--- src/include/core_params.svh ---
`ifndef CORE_PARAMS_SVH
`define CORE_PARAMS_SVH

// data and address width
`define XLEN 32

// general register file
`define NUM_REGS 32
`define REG_ADDR_W 5

// first fetch address after reset
`define RESET_PC 32'h1c00_0000

`endif

--- src/design/isa_pkg.sv ---
package isa_pkg;

    // decoded instruction class
    typedef enum logic [3:0] {
        op_nop   = 4'd0,
        op_add   = 4'd1,
        op_sub   = 4'd2,
        op_and   = 4'd3,
        op_or    = 4'd4,
        op_xor   = 4'd5,
        op_slt   = 4'd6,
        op_sltu  = 4'd7,
        op_addi  = 4'd8,
        op_lu12i = 4'd9,
        op_beq   = 4'd10,
        op_bne   = 4'd11,
        op_b     = 4'd12
    } opcode_e;

    // alu function, pass_b carries the lu12i.w immediate through
    typedef enum logic [2:0] {
        alu_add    = 3'd0,
        alu_sub    = 3'd1,
        alu_and    = 3'd2,
        alu_or     = 3'd3,
        alu_xor    = 3'd4,
        alu_slt    = 3'd5,
        alu_sltu   = 3'd6,
        alu_pass_b = 3'd7
    } alu_op_e;

endpackage

--- src/design/pipe_pkg.sv ---
package pipe_pkg;

    // operand source seen by decode
    typedef enum logic [1:0] {
        fwd_file = 2'd0,
        fwd_ex   = 2'd1,
        fwd_wb   = 2'd2
    } fwd_src_e;

endpackage

--- src/design/fetch_unit.sv ---
`timescale 1ns/100ps
`include "core_params.svh"

module fetch_unit (
    input  logic             clk,
    input  logic             rst_n,
    input  logic             inst_valid,
    input  logic [`XLEN-1:0] inst_rdata,
    input  logic             flush,
    input  logic [`XLEN-1:0] redirect_pc,
    output logic             inst_re,
    output logic [`XLEN-1:0] inst_addr,
    output logic             if_valid,
    output logic [`XLEN-1:0] if_pc,
    output logic [`XLEN-1:0] if_inst
);

    logic [`XLEN-1:0] pc;
    logic [`XLEN-1:0] redir_pc;
    logic             drop;
    logic             accept;

    // address stays on pc until the word comes back
    assign inst_addr = pc;
    assign accept    = inst_re && inst_valid;

    always_ff @(posedge clk) begin
        if (!rst_n) begin
            inst_re <= 1'b0;
            pc      <= `RESET_PC;
            drop    <= 1'b0;
        end else begin
            inst_re <= 1'b1;
            if (flush) begin
                if (accept) begin
                    pc   <= redirect_pc;
                    drop <= 1'b0;
                end else begin
                    drop <= 1'b1;
                end
            end else if (accept) begin
                pc   <= drop ? redir_pc : pc + `XLEN'(4);
                drop <= 1'b0;
            end
        end
    end

    // target kept while the stale request finishes
    always_ff @(posedge clk) begin
        if (flush && !accept) begin
            redir_pc <= redirect_pc;
        end
    end

    // ******************************
    // IF/ID register
    // ******************************
    always_ff @(posedge clk) begin
        if (!rst_n) begin
            if_valid <= 1'b0;
        end else begin
            if_valid <= accept && !flush && !drop;
        end
    end

    always_ff @(posedge clk) begin
        if (accept) begin
            if_pc   <= pc;
            if_inst <= inst_rdata;
        end
    end

endmodule

--- src/design/decode_stage.sv ---
`timescale 1ns/100ps
`include "core_params.svh"

module decode_stage (
    input  logic                    clk,
    input  logic                    rst_n,
    input  logic                    flush,
    input  logic                    if_valid,
    input  logic [`XLEN-1:0]        if_inst,
    input  logic [`XLEN-1:0]        if_pc,
    input  logic [`XLEN-1:0]        rj_data,
    input  logic [`XLEN-1:0]        rk_data,
    input  logic [`XLEN-1:0]        ex_result,
    input  logic [`XLEN-1:0]        wb_data,
    input  pipe_pkg::fwd_src_e      fwd_sel_j,
    input  pipe_pkg::fwd_src_e      fwd_sel_k,
    output logic [`REG_ADDR_W-1:0]  rj_addr,
    output logic [`REG_ADDR_W-1:0]  rk_addr,
    output logic                    id_ex_valid,
    output isa_pkg::opcode_e        id_ex_op,
    output isa_pkg::alu_op_e        id_ex_alu_op,
    output logic [`XLEN-1:0]        id_ex_pc,
    output logic [`XLEN-1:0]        id_ex_a,
    output logic [`XLEN-1:0]        id_ex_b,
    output logic [`XLEN-1:0]        id_ex_imm,
    output logic [`REG_ADDR_W-1:0]  id_ex_rd,
    output logic                    id_ex_rd_wen
);

    logic [`REG_ADDR_W-1:0] rd_f;
    logic [`REG_ADDR_W-1:0] rk_f;
    isa_pkg::opcode_e       dec_op;
    isa_pkg::alu_op_e       dec_alu_op;
    logic [`XLEN-1:0]       dec_imm;
    logic                   dec_writes;
    logic                   dec_use_imm;
    logic                   dec_src_rd;
    logic [`XLEN-1:0]       rj_fwd;
    logic [`XLEN-1:0]       rk_fwd;

    function automatic logic [`XLEN-1:0] fwd_pick(
        input pipe_pkg::fwd_src_e sel,
        input logic [`XLEN-1:0]   file_val,
        input logic [`XLEN-1:0]   ex_val,
        input logic [`XLEN-1:0]   wb_val
    );
        case (sel)
            pipe_pkg::fwd_ex: return ex_val;
            pipe_pkg::fwd_wb: return wb_val;
            default:          return file_val;
        endcase
    endfunction

    assign rd_f    = if_inst[4:0];
    assign rk_f    = if_inst[14:10];
    assign rj_addr = if_inst[9:5];
    // beq and bne compare rj against rd
    assign rk_addr = dec_src_rd ? rd_f : rk_f;

    always_comb begin
        dec_op      = isa_pkg::op_nop;
        dec_alu_op  = isa_pkg::alu_add;
        dec_imm     = '0;
        dec_writes  = 1'b0;
        dec_use_imm = 1'b0;
        dec_src_rd  = 1'b0;
        casez (if_inst[31:15])
            // 3R format
            17'h00020: begin
                dec_op     = isa_pkg::op_add;
                dec_writes = 1'b1;
            end
            17'h00022: begin
                dec_op     = isa_pkg::op_sub;
                dec_alu_op = isa_pkg::alu_sub;
                dec_writes = 1'b1;
            end
            17'h00024: begin
                dec_op     = isa_pkg::op_slt;
                dec_alu_op = isa_pkg::alu_slt;
                dec_writes = 1'b1;
            end
            17'h00025: begin
                dec_op     = isa_pkg::op_sltu;
                dec_alu_op = isa_pkg::alu_sltu;
                dec_writes = 1'b1;
            end
            17'h00029: begin
                dec_op     = isa_pkg::op_and;
                dec_alu_op = isa_pkg::alu_and;
                dec_writes = 1'b1;
            end
            17'h0002a: begin
                dec_op     = isa_pkg::op_or;
                dec_alu_op = isa_pkg::alu_or;
                dec_writes = 1'b1;
            end
            17'h0002b: begin
                dec_op     = isa_pkg::op_xor;
                dec_alu_op = isa_pkg::alu_xor;
                dec_writes = 1'b1;
            end
            // immediates
            17'b0000001010???????: begin
                dec_op      = isa_pkg::op_addi;
                dec_imm     = {{(`XLEN-12){if_inst[21]}}, if_inst[21:10]};
                dec_writes  = 1'b1;
                dec_use_imm = 1'b1;
            end
            17'b0001010??????????: begin
                dec_op      = isa_pkg::op_lu12i;
                dec_alu_op  = isa_pkg::alu_pass_b;
                dec_imm     = {if_inst[24:5], 12'b0};
                dec_writes  = 1'b1;
                dec_use_imm = 1'b1;
            end
            // branch offsets in words
            17'b010110???????????: begin
                dec_op     = isa_pkg::op_beq;
                dec_imm    = {{(`XLEN-16){if_inst[25]}}, if_inst[25:10]};
                dec_src_rd = 1'b1;
            end
            17'b010111???????????: begin
                dec_op     = isa_pkg::op_bne;
                dec_imm    = {{(`XLEN-16){if_inst[25]}}, if_inst[25:10]};
                dec_src_rd = 1'b1;
            end
            17'b010100???????????: begin
                dec_op  = isa_pkg::op_b;
                dec_imm = {{(`XLEN-26){if_inst[9]}}, if_inst[9:0], if_inst[25:10]};
            end
            default: begin
                dec_op = isa_pkg::op_nop;
            end
        endcase
    end

    assign rj_fwd = fwd_pick(fwd_sel_j, rj_data, ex_result, wb_data);
    assign rk_fwd = fwd_pick(fwd_sel_k, rk_data, ex_result, wb_data);

    // ******************************
    // ID/EX register
    // ******************************
    always_ff @(posedge clk) begin
        if (!rst_n) begin
            id_ex_valid <= 1'b0;
        end else begin
            id_ex_valid <= if_valid && !flush;
        end
    end

    always_ff @(posedge clk) begin
        id_ex_op     <= dec_op;
        id_ex_alu_op <= dec_alu_op;
        id_ex_pc     <= if_pc;
        id_ex_a      <= rj_fwd;
        id_ex_b      <= dec_use_imm ? dec_imm : rk_fwd;
        id_ex_imm    <= dec_imm;
        id_ex_rd     <= rd_f;
        id_ex_rd_wen <= dec_writes && (rd_f != '0);
    end

endmodule

--- src/design/reg_file.sv ---
`timescale 1ns/100ps
`include "core_params.svh"

module reg_file (
    input  logic                   clk,
    input  logic                   rst_n,
    input  logic [`REG_ADDR_W-1:0] rj_addr,
    input  logic [`REG_ADDR_W-1:0] rk_addr,
    input  logic                   wb_we,
    input  logic [`REG_ADDR_W-1:0] wb_addr,
    input  logic [`XLEN-1:0]       wb_data,
    output logic [`XLEN-1:0]       rj_data,
    output logic [`XLEN-1:0]       rk_data
);

    logic [`XLEN-1:0] regs [`NUM_REGS];

    always_ff @(posedge clk) begin
        if (!rst_n) begin
            for (int i = 0; i < `NUM_REGS; i++) begin
                regs[i] <= '0;
            end
        end else if (wb_we && wb_addr != '0) begin
            regs[wb_addr] <= wb_data;
        end
    end

    // r0 is hardwired
    assign rj_data = (rj_addr == '0) ? '0 : regs[rj_addr];
    assign rk_data = (rk_addr == '0) ? '0 : regs[rk_addr];

endmodule

--- src/design/execute_unit.sv ---
`timescale 1ns/100ps
`include "core_params.svh"

module execute_unit (
    input  logic                   clk,
    input  logic                   rst_n,
    input  logic                   id_ex_valid,
    input  isa_pkg::opcode_e       id_ex_op,
    input  isa_pkg::alu_op_e       id_ex_alu_op,
    input  logic [`XLEN-1:0]       id_ex_pc,
    input  logic [`XLEN-1:0]       id_ex_a,
    input  logic [`XLEN-1:0]       id_ex_b,
    input  logic [`XLEN-1:0]       id_ex_imm,
    input  logic [`REG_ADDR_W-1:0] id_ex_rd,
    input  logic                   id_ex_rd_wen,
    output logic [`XLEN-1:0]       ex_result,
    output logic [`REG_ADDR_W-1:0] ex_rd,
    output logic                   ex_rd_wen,
    output logic                   branch_taken,
    output logic [`XLEN-1:0]       branch_target,
    output logic                   wb_we,
    output logic [`REG_ADDR_W-1:0] wb_addr,
    output logic [`XLEN-1:0]       wb_data,
    output logic [`XLEN-1:0]       wb_pc
);

    logic operands_eq;

    // ******************************
    // ALU
    // ******************************
    always_comb begin
        case (id_ex_alu_op)
            isa_pkg::alu_add:    ex_result = id_ex_a + id_ex_b;
            isa_pkg::alu_sub:    ex_result = id_ex_a - id_ex_b;
            isa_pkg::alu_and:    ex_result = id_ex_a & id_ex_b;
            isa_pkg::alu_or:     ex_result = id_ex_a | id_ex_b;
            isa_pkg::alu_xor:    ex_result = id_ex_a ^ id_ex_b;
            isa_pkg::alu_slt:    ex_result = {{(`XLEN-1){1'b0}}, $signed(id_ex_a) < $signed(id_ex_b)};
            isa_pkg::alu_sltu:   ex_result = {{(`XLEN-1){1'b0}}, id_ex_a < id_ex_b};
            isa_pkg::alu_pass_b: ex_result = id_ex_b;
            default:             ex_result = id_ex_a + id_ex_b;
        endcase
    end

    assign ex_rd     = id_ex_rd;
    assign ex_rd_wen = id_ex_valid && id_ex_rd_wen;

    // branch resolve, b is unconditional
    assign operands_eq   = (id_ex_a == id_ex_b);
    assign branch_taken  = id_ex_valid &&
                           ((id_ex_op == isa_pkg::op_beq && operands_eq) ||
                            (id_ex_op == isa_pkg::op_bne && !operands_eq) ||
                            (id_ex_op == isa_pkg::op_b));
    assign branch_target = id_ex_pc + {id_ex_imm[`XLEN-3:0], 2'b00};

    // ******************************
    // EX/WB register
    // ******************************
    always_ff @(posedge clk) begin
        if (!rst_n) begin
            wb_we <= 1'b0;
        end else begin
            wb_we <= ex_rd_wen;
        end
    end

    always_ff @(posedge clk) begin
        wb_addr <= id_ex_rd;
        wb_data <= ex_result;
        wb_pc   <= id_ex_pc;
    end

endmodule

--- src/design/hazard_ctrl.sv ---
`timescale 1ns/100ps
`include "core_params.svh"

module hazard_ctrl (
    input  logic [`REG_ADDR_W-1:0] rj_addr,
    input  logic [`REG_ADDR_W-1:0] rk_addr,
    input  logic [`REG_ADDR_W-1:0] ex_rd,
    input  logic                   ex_rd_wen,
    input  logic [`REG_ADDR_W-1:0] wb_addr,
    input  logic                   wb_we,
    input  logic                   branch_taken,
    input  logic [`XLEN-1:0]       branch_target,
    output pipe_pkg::fwd_src_e     fwd_sel_j,
    output pipe_pkg::fwd_src_e     fwd_sel_k,
    output logic                   flush,
    output logic [`XLEN-1:0]       redirect_pc
);

    // youngest producer wins
    function automatic pipe_pkg::fwd_src_e pick_src(
        input logic [`REG_ADDR_W-1:0] src,
        input logic [`REG_ADDR_W-1:0] ex_dst,
        input logic                   ex_wen,
        input logic [`REG_ADDR_W-1:0] wb_dst,
        input logic                   wb_wen
    );
        if (src == '0) begin
            return pipe_pkg::fwd_file;
        end
        if (ex_wen && ex_dst == src) begin
            return pipe_pkg::fwd_ex;
        end
        if (wb_wen && wb_dst == src) begin
            return pipe_pkg::fwd_wb;
        end
        return pipe_pkg::fwd_file;
    endfunction

    assign fwd_sel_j = pick_src(rj_addr, ex_rd, ex_rd_wen, wb_addr, wb_we);
    assign fwd_sel_k = pick_src(rk_addr, ex_rd, ex_rd_wen, wb_addr, wb_we);

    // taken branch kills IF/ID and the fetch in flight
    assign flush       = branch_taken;
    assign redirect_pc = branch_target;

endmodule

--- src/design/core_top.sv ---
`timescale 1ns/100ps
`include "core_params.svh"

module core_top (
    input  logic                   clk,
    input  logic                   rst_n,
    input  logic [`XLEN-1:0]       inst_rdata,
    input  logic                   inst_valid,
    output logic                   inst_re,
    output logic [`XLEN-1:0]       inst_addr,
    output logic [`XLEN-1:0]       debug_wb_pc,
    output logic [3:0]             debug_wb_rf_we,
    output logic [`REG_ADDR_W-1:0] debug_wb_rf_wnum,
    output logic [`XLEN-1:0]       debug_wb_rf_wdata
);

    logic                   if_valid;
    logic [`XLEN-1:0]       if_pc;
    logic [`XLEN-1:0]       if_inst;

    logic [`REG_ADDR_W-1:0] rj_addr;
    logic [`REG_ADDR_W-1:0] rk_addr;
    logic [`XLEN-1:0]       rj_data;
    logic [`XLEN-1:0]       rk_data;

    logic                   id_ex_valid;
    isa_pkg::opcode_e       id_ex_op;
    isa_pkg::alu_op_e       id_ex_alu_op;
    logic [`XLEN-1:0]       id_ex_pc;
    logic [`XLEN-1:0]       id_ex_a;
    logic [`XLEN-1:0]       id_ex_b;
    logic [`XLEN-1:0]       id_ex_imm;
    logic [`REG_ADDR_W-1:0] id_ex_rd;
    logic                   id_ex_rd_wen;

    logic [`XLEN-1:0]       ex_result;
    logic [`REG_ADDR_W-1:0] ex_rd;
    logic                   ex_rd_wen;
    logic                   branch_taken;
    logic [`XLEN-1:0]       branch_target;

    logic                   wb_we;
    logic [`REG_ADDR_W-1:0] wb_addr;
    logic [`XLEN-1:0]       wb_data;
    logic [`XLEN-1:0]       wb_pc;

    pipe_pkg::fwd_src_e     fwd_sel_j;
    pipe_pkg::fwd_src_e     fwd_sel_k;
    logic                   flush;
    logic [`XLEN-1:0]       redirect_pc;

    fetch_unit u_fetch (
        .clk         (clk),
        .rst_n       (rst_n),
        .inst_valid  (inst_valid),
        .inst_rdata  (inst_rdata),
        .flush       (flush),
        .redirect_pc (redirect_pc),
        .inst_re     (inst_re),
        .inst_addr   (inst_addr),
        .if_valid    (if_valid),
        .if_pc       (if_pc),
        .if_inst     (if_inst)
    );

    decode_stage u_decode (
        .clk          (clk),
        .rst_n        (rst_n),
        .flush        (flush),
        .if_valid     (if_valid),
        .if_inst      (if_inst),
        .if_pc        (if_pc),
        .rj_data      (rj_data),
        .rk_data      (rk_data),
        .ex_result    (ex_result),
        .wb_data      (wb_data),
        .fwd_sel_j    (fwd_sel_j),
        .fwd_sel_k    (fwd_sel_k),
        .rj_addr      (rj_addr),
        .rk_addr      (rk_addr),
        .id_ex_valid  (id_ex_valid),
        .id_ex_op     (id_ex_op),
        .id_ex_alu_op (id_ex_alu_op),
        .id_ex_pc     (id_ex_pc),
        .id_ex_a      (id_ex_a),
        .id_ex_b      (id_ex_b),
        .id_ex_imm    (id_ex_imm),
        .id_ex_rd     (id_ex_rd),
        .id_ex_rd_wen (id_ex_rd_wen)
    );

    reg_file u_regs (
        .clk     (clk),
        .rst_n   (rst_n),
        .rj_addr (rj_addr),
        .rk_addr (rk_addr),
        .wb_we   (wb_we),
        .wb_addr (wb_addr),
        .wb_data (wb_data),
        .rj_data (rj_data),
        .rk_data (rk_data)
    );

    execute_unit u_exec (
        .clk           (clk),
        .rst_n         (rst_n),
        .id_ex_valid   (id_ex_valid),
        .id_ex_op      (id_ex_op),
        .id_ex_alu_op  (id_ex_alu_op),
        .id_ex_pc      (id_ex_pc),
        .id_ex_a       (id_ex_a),
        .id_ex_b       (id_ex_b),
        .id_ex_imm     (id_ex_imm),
        .id_ex_rd      (id_ex_rd),
        .id_ex_rd_wen  (id_ex_rd_wen),
        .ex_result     (ex_result),
        .ex_rd         (ex_rd),
        .ex_rd_wen     (ex_rd_wen),
        .branch_taken  (branch_taken),
        .branch_target (branch_target),
        .wb_we         (wb_we),
        .wb_addr       (wb_addr),
        .wb_data       (wb_data),
        .wb_pc         (wb_pc)
    );

    hazard_ctrl u_hazard (
        .rj_addr       (rj_addr),
        .rk_addr       (rk_addr),
        .ex_rd         (ex_rd),
        .ex_rd_wen     (ex_rd_wen),
        .wb_addr       (wb_addr),
        .wb_we         (wb_we),
        .branch_taken  (branch_taken),
        .branch_target (branch_target),
        .fwd_sel_j     (fwd_sel_j),
        .fwd_sel_k     (fwd_sel_k),
        .flush         (flush),
        .redirect_pc   (redirect_pc)
    );

    // trace shows the EX/WB register, byte enables all follow wb_we
    assign debug_wb_pc       = wb_pc;
    assign debug_wb_rf_we    = {4{wb_we}};
    assign debug_wb_rf_wnum  = wb_addr;
    assign debug_wb_rf_wdata = wb_data;

endmodule

--- config.mk ---
export PLATFORM = sky130hd
export DESIGN_NAME = core_top
export DESIGN_NICKNAME = d
export VERILOG_FILES = /design/src/design/isa_pkg.sv /design/src/design/pipe_pkg.sv /design/src/design/fetch_unit.sv /design/src/design/decode_stage.sv /design/src/design/reg_file.sv /design/src/design/execute_unit.sv /design/src/design/hazard_ctrl.sv /design/src/design/core_top.sv
export VERILOG_INCLUDE_DIRS = /design/src /design/src/include
export SDC_FILE = /design/constraint.sdc
export NUM_CORES = 2
export LEC_CHECK = 0
export ABC_CLOCK_PERIOD_IN_PS = 8400
export BUFFER_PORTS_ARGS = -buffer_cell sky130_fd_sc_hd__buf_2
export CORE_ASPECT_RATIO = 1.5
export CORE_MARGIN = 4
export CORE_UTILIZATION = 25
export CTS_BUF_LIST = sky130_fd_sc_hd__clkbuf_4
export DETAILED_ROUTE_END_ITERATION = 10
export PLACE_DENSITY = 0.4
export SLEW_MARGIN = 20
export SYNTH_ARGS = -nofsm -noshare
export SYNTH_HDL_FRONTEND = slang
export SYNTH_SLANG_ARGS = --single-unit
export TNS_END_PERCENT = 50
--- constraint.sdc ---
create_clock -name clk -period 8.4 [get_ports clk]
set_input_delay 0.42 -clock clk [delete_from_list [all_inputs] [get_ports clk]]
set_output_delay 0.42 -clock clk [all_outputs]
set_load 0.01 [all_outputs]
**After elaboration in Yosys (flattened, before gate mapping)**

Memory sizes are Yosys's and may differ from the RTL's. A register that Yosys moved wholly into a read port is not among the register bits.
Index checks and enable logic that the tools add are counted.

- $add $sub $neg: 4
- $lt $le $gt $ge: 2
- Eq/ne operators: 31
- Mux-type cells: 53
- Bitwise logic cells: 3
- Reductions and logical operators: 31

Operator list:

| operator | count |
|---|---|
| $mux 32 | 8 |
| $pmux 32 s8 | 1 |
| $pmux 32 s2 | 2 |
| $pmux 32 s4 | 1 |
| $eq 17x6->1 const B | 7 |
| $add 32x32->32 | 2 |
| $lt 32x32->1 | 2 |
| $pmux 4 s12 | 1 |
| $add 32x3->32 const B | 1 |
| $and 32x32->32 | 1 |
| $eq 32x32->1 | 1 |
| $or 32x32->32 | 1 |
| $reduce_or 32->1 | 1 |
| $sub 32x32->32 | 1 |
| $xor 32x32->32 | 1 |
| $mux 1 | 24 |
| $mux 2 | 12 |
| $pmux 3 s7 | 1 |
| $eq 5x5->1 | 4 |
| $eq 6x5->1 const B | 3 |
| $logic_and 1x1->1 | 15 |
| $mux 5 | 3 |
| $eq 3x3->1 const B | 4 |
| $eq 4x4->1 const B | 3 |
| other kinds (14) | 24 |

- Register bits after elaboration: 341
- Bits in writable memories: 1024
- Output and inout bits: 106
- Logic and storage cells: 145
- Memories kept: 1

Memory list:

| memory | depth | bits a word | read ports | clocked after Yosys merged registers in | wr ports | line | text |
|---|---|---|---|---|---|---|---|
| u_regs.regs | 32 | 32 | 2 | 1 | 32 | reg_file.sv:16 | `` logic [`XLEN-1:0] regs [`NUM_REGS]; `` |

**Logic depth before layout (Yosys ltp)**

- Depth after elaboration: 16
- Mapped depth: 15
- Depth with buffers taken out: 13

**By module**

A second synthesis with hierarchy kept.

- Cells, all modules: 5764
- Area, all modules: 74096.1 um2

Modules (own cells, without submodules):

| module | times used | cells an instance | area an instance (um2) |
|---|---|---|---|
| reg_file | 1 | 3509 | 54204.5 |
| execute_unit | 1 | 1232 | 8963.6 |
| fetch_unit | 1 | 400 | 5221.3 |
| decode_stage | 1 | 550 | 5163.7 |
| hazard_ctrl | 1 | 69 | 513.0 |
| core_top | 1 | 4 | 30.0 |

**Worst setup path before layout**

OpenSTA, ideal clock, no wires.

- Path type: in2reg
- Start: in inst_valid
- End: reg u_fetch.redir_pc[0], enable pin
- Setup time: 0.568 ns
- Arrival: 4.127 ns
- Setup slack: 3.705 ns
- Stages: 5
- Cell sequence: nand2_1 clkinv_1 clkbuf_1 clkbuf_1 nor2_1

- Cells in the longest elaborated chain, start to end: 3

Ends and longest elaborated chain:

| what | line | text |
|---|---|---|
| from (decl) | core_top.sv:8 | `input logic inst_valid,` |
| $logic_and 1x1->1 | fetch_unit.sv:25 | `assign accept = inst_re && inst_valid;` |
| via u_fetch.accept | fetch_unit.sv:21 | `logic accept;` |
| $logic_not 1->1 | fetch_unit.sv:50 | `if (flush && !accept) begin` |
| $logic_and 1x1->1 | fetch_unit.sv:50 |  |
| to (signal assigned) | fetch_unit.sv:51 | `redir_pc <= redirect_pc;` |
| to (decl) | fetch_unit.sv:19 | `` logic [`XLEN-1:0] redir_pc; `` |

The timed path passes the listed nets, and every way through them passes these cells.
A chain may end at the register's enable or synchronous reset.

**Worst setup path in the final report**

- Start: reg u_fetch.if_inst[27]
- End: reg u_decode.id_ex_b[9]

- Cells in the longest elaborated chain, start to end: 15
- Elaborated cells between the ends (all ways): 33
- Classes of those cells: 9 x eq/ne; 18 x mux; 5 x reduce/logical; 1 x memory

Ends and longest elaborated chain:

| what | line | text |
|---|---|---|
| from (decl) | fetch_unit.sv:15 | `` output logic [`XLEN-1:0] if_inst `` |
| from (signal assigned) | fetch_unit.sv:69 | `if_inst <= inst_rdata;` |
| $eq 6x5->1 | decode_stage.sv:67 | `casez (if_inst[31:15])` |
| $reduce_or 2->1 (no source line) | - |  |
| $mux 1 | decode_stage.sv:67 |  |
| $mux 5 | decode_stage.sv:58 | `assign rk_addr = dec_src_rd ? rd_f : rk_f;` |
| $eq 5x5->1 | hazard_ctrl.sv:33 | `if (wb_wen && wb_dst == src) begin` |
| $logic_and 1x1->1 | hazard_ctrl.sv:33 |  |
| $mux 1 (2 in a row) | hazard_ctrl.sv:33 |  |
| $mux 1 | hazard_ctrl.sv:30 | `if (ex_wen && ex_dst == src) begin` |
| $mux 2 | hazard_ctrl.sv:36 | `return pipe_pkg::fwd_file;` |
| $mux 2 | hazard_ctrl.sv:33 |  |
| $mux 2 | hazard_ctrl.sv:30 |  |
| $eq 2x2->1 / $eq 2x1->1 (equally long branches) | decode_stage.sv:47 | `case (sel)` |
| $pmux 32 s2 | decode_stage.sv:47 |  |
| $mux 32 (*) | decode_stage.sv:157 | `id_ex_b <= dec_use_imm ? dec_imm : rk_fwd;` |
| to (signal assigned) | decode_stage.sv:157 |  |
| to (decl) | decode_stage.sv:24 | `` output logic [`XLEN-1:0] id_ex_b, `` |

Mark *: on every way between the ends. The rest lies on a longest branch, timed or not. The select of a mux whose other input is x is not followed.

==> flow_metrics.tcl <==
set metrics [dict create \
    period_needed_ps 5460 \
    utilization_pct 28.9 \
    grt_pass1_wl_um 483000 \
    ios 141 \
    finalWirelength_um 353000 \
    synth_cells 6515 \
    maxCapViolations 0 \
    dp_hpwl_um 211000 \
    synthAdderAreaFrac_pct 2.21 \
    drc 0 \
    fin_nets 6898 \
    cp.required_ps 9540 \
    fmax_ghz 0.183 \
    clk_pin_slew_worst_paths_ps 80 \
    synth_top_family_by_area "simple AND/OR/NAND/NOR gates" \
    multi_input_area_um2 33500 \
    synth_top_cell_area_share_pct 45.5 \
    worstPathMaxFanout 66 \
    synth_seq_cells 1370 \
    n_fill_cell 30300 \
    rsz0062_at_grt "no" \
    first_pass_iters 10 \
    slew_violations 0 \
    period_share_pct 65.0 \
    finalHoldViolCount 0 \
    syn2layout_area_growth_pct 15.2 \
    synthMuxAreaShare_pct 13.4 \
    synthFlopType "edfxtp_1" \
    antenna_found_initial 40 \
    synth_common_cells "edfxtp_1 (1120), and2_1 (1011), nand2_1 (841), clkbuf_1 (438), a21oi_1 (389)" \
    clk_path_buf_depth 4 \
    yosysSeqAreaShare_pct 52.2 \
    async_flop_share_pct 0 \
    synth-compound-area-share_pct 9.73 \
    pwr_density_cell_nw_per_um2 212 \
    tightest_slew_ps 1170 \
    grt_max_degree 138 \
    hold_class "primary input to flip-flop" \
    maxSlewHeadroom_pct 21.3 \
    vias_per_cell 5.26 \
    dieArea_um2 305000 \
    gp_congestion 0.907 \
    critPathArrivalTime_ps 6610 \
    fin_tns_setup_ps 0 \
    detail_route.wl_per_cell_um 32.2 \
    vias 57700 \
    synth_area_um2 74000 \
    layout.area.seq_um2 38700 \
    worstSkewPairLatency_ps 1280 \
    synth_top_cell_by_area "edfxtp_1" \
    grt_pass1_vias 58100 \
    drive_gt1_share_pct 20.0 \
    antenna_left 0 \
    initial_core_util_pct 25.1 \
    row_count 244 \
    synth_most_common_cell "edfxtp_1" \
    fin_skew_ps 110 \
    die_w_um 452 \
    track_usage_pct 22.6 \
    die_h_um 674 \
    cts-root-buf "clkbuf_4" \
    criticalPathCategory "flip-flop to flip-flop" \
    synthTopCellsByArea "edfxtp_1 (45%), mux4_2 (11%), and2_1 (8.5%), dfxtp_1 (6.8%), nand2_1 (4.3%)" \
    setup_viol 0 \
    core_area_um2 295000 \
    status "finished clean" \
    cts_buffers 352 \
    synth-xor-area-share_pct 0.829 \
    ys_warn_count 0 \
    startpoint_type "flip-flop" \
    ir_drop_uv 131 \
    p_leak_uw 0.0313 \
    synth_edf_count 1120 \
    critPathCaptureType "flip-flop" \
    synthSimpleGateAreaFrac_pct 17.7 \
    ys_types 83 \
    clock_sinks 1370 \
    cts_tree "yes" \
    drt-initial-drc-count 5768 \
    avgSynthCellArea_um2 11.4 \
    overflow 0 \
    place.port_buffers 140 \
    cts-htree-levels 5 \
]
-- metrics by stage --
stage | instances | area [um2] | hold WS [ps] | power [uW] | setup WS [ps]
2_1_floorplan | 6546 | 74100 | 323 | 10100 | 3700
3_5_place_dp | 10200 | 80100 | 328 | 12300 | 2940
4_1_cts | 10900 | 85100 | 53.1 | 18300 | 2920
3_3_place_gp | 10200 | 79900 | 324 | 12200 | 1800
6_report | 11000 | 85200 | 207 | 18100 | 2940
5_1_grt | 10900 | 85200 | 134 | 18800 | 2830
-- placed cells by master (no fill, tap or decap), drive strengths merged, types with 12 or more instances in the layout --
cell / instances
a2111oi: 24
a211oi: 39
a21boi: 12
a21o: 25
a21oi: 389
a221o: 34
a221oi: 27
a22oi: 17
a31oi: 48
and2: 1011
and3: 41
buf: 340
clkbuf: 527
clkinv: 77
conb: 32
dfxtp: 250
diode: 34
dlygate4sd3: 66
edfxtp: 1120
ha: 126
inv: 153
mux2i: 171
mux4: 360
nand2: 841
nand2b: 26
nand3: 189
nand4: 23
nor2: 223
nor2b: 19
nor3: 114
nor4: 29
o211ai: 36
o21ai: 204
o21bai: 16
o221ai: 74
o22a: 12
o22ai: 42
xnor2: 44
xor2: 26
-- cells by family after synthesis --
logic type               Yosys count
AND/OR/NAND/NOR                 2566
flip-flops                      1370
AO/OA/AOI/OAI                   1116
buffers and inverters            721
multiplexers                     542
adder cells (fa/ha/maj)          129
XOR/XNOR                          70
other                              1
-- critical path: stages, from the launching register on --
cell and delay (ps):
edfxtp_1 690, inv_1 180, o21ai_0 410, and2_4 810, buf_4 820, nand2_1 110
a21oi_1 180, nor3_1 60, o21ai_0 870, o211ai_1 640, a2bb2oi_1 480
-- state kept, by name, summed over array words and instances, names as in the netlist, 32 cells and up, named ones only --
name,count
u_decode.id_ex_a,32
u_decode.id_ex_b,32
u_decode.id_ex_pc,32
u_exec.wb_data,32
u_exec.wb_pc,32
u_fetch.if_inst,32
u_fetch.if_pc,32
u_fetch.inst_addr,32
u_fetch.redir_pc,32
u_regs.regs,1024
-- routing by layer --
layer / track usage [%] / share of wire, % / up-vias
met3: 3.63 / 6.3 / 768
met2: 39.1 / 49 / 2716
met4: 14.7 / 7.6 / 10
met1: 25.6 / 37 / 29600
met5: 0 / 0.020 / -
li1: - / - / 24500
-- power by group --
part	internal [uW]	switching, uW
clock	2950	3000
combinational	1140	2970
sequential	7670	382
total	11800	6350
-- layout make-up --
class,instances,area share (%)
inverters,149,0.661
well taps,3936,5.78
repair buffers,406,3.64
diodes,34,0.0998
multi-input cells,4455,39.3
clock inverters,85,0.499
flip-flops and latches,1370,45.4
clock buffers,527,4.64
-- repair_timing --
item	in CTS	in global routing
resized for setup	0	0
setup buffers	0	0
hold buffers	66	0
endpoints found under the hold margin	76	0
-- worst paths after layout --
path / start / endpoint / slack [ps] / cells past startpoint
worst max-delay path: u_fetch.if_inst[27] / u_decode.id_ex_b[9] / 2940 / 10
worst min-delay path: rst_n / u_fetch.inst_re / 210 / 2
worst max register to register: u_fetch.if_inst[27] / u_decode.id_ex_b[9] / 2940 / 10
worst min register to register: u_fetch.if_pc[2] / u_decode.id_ex_pc[2] / 320 / 0
Note: power is estimated with default switching activity, not from simulation.
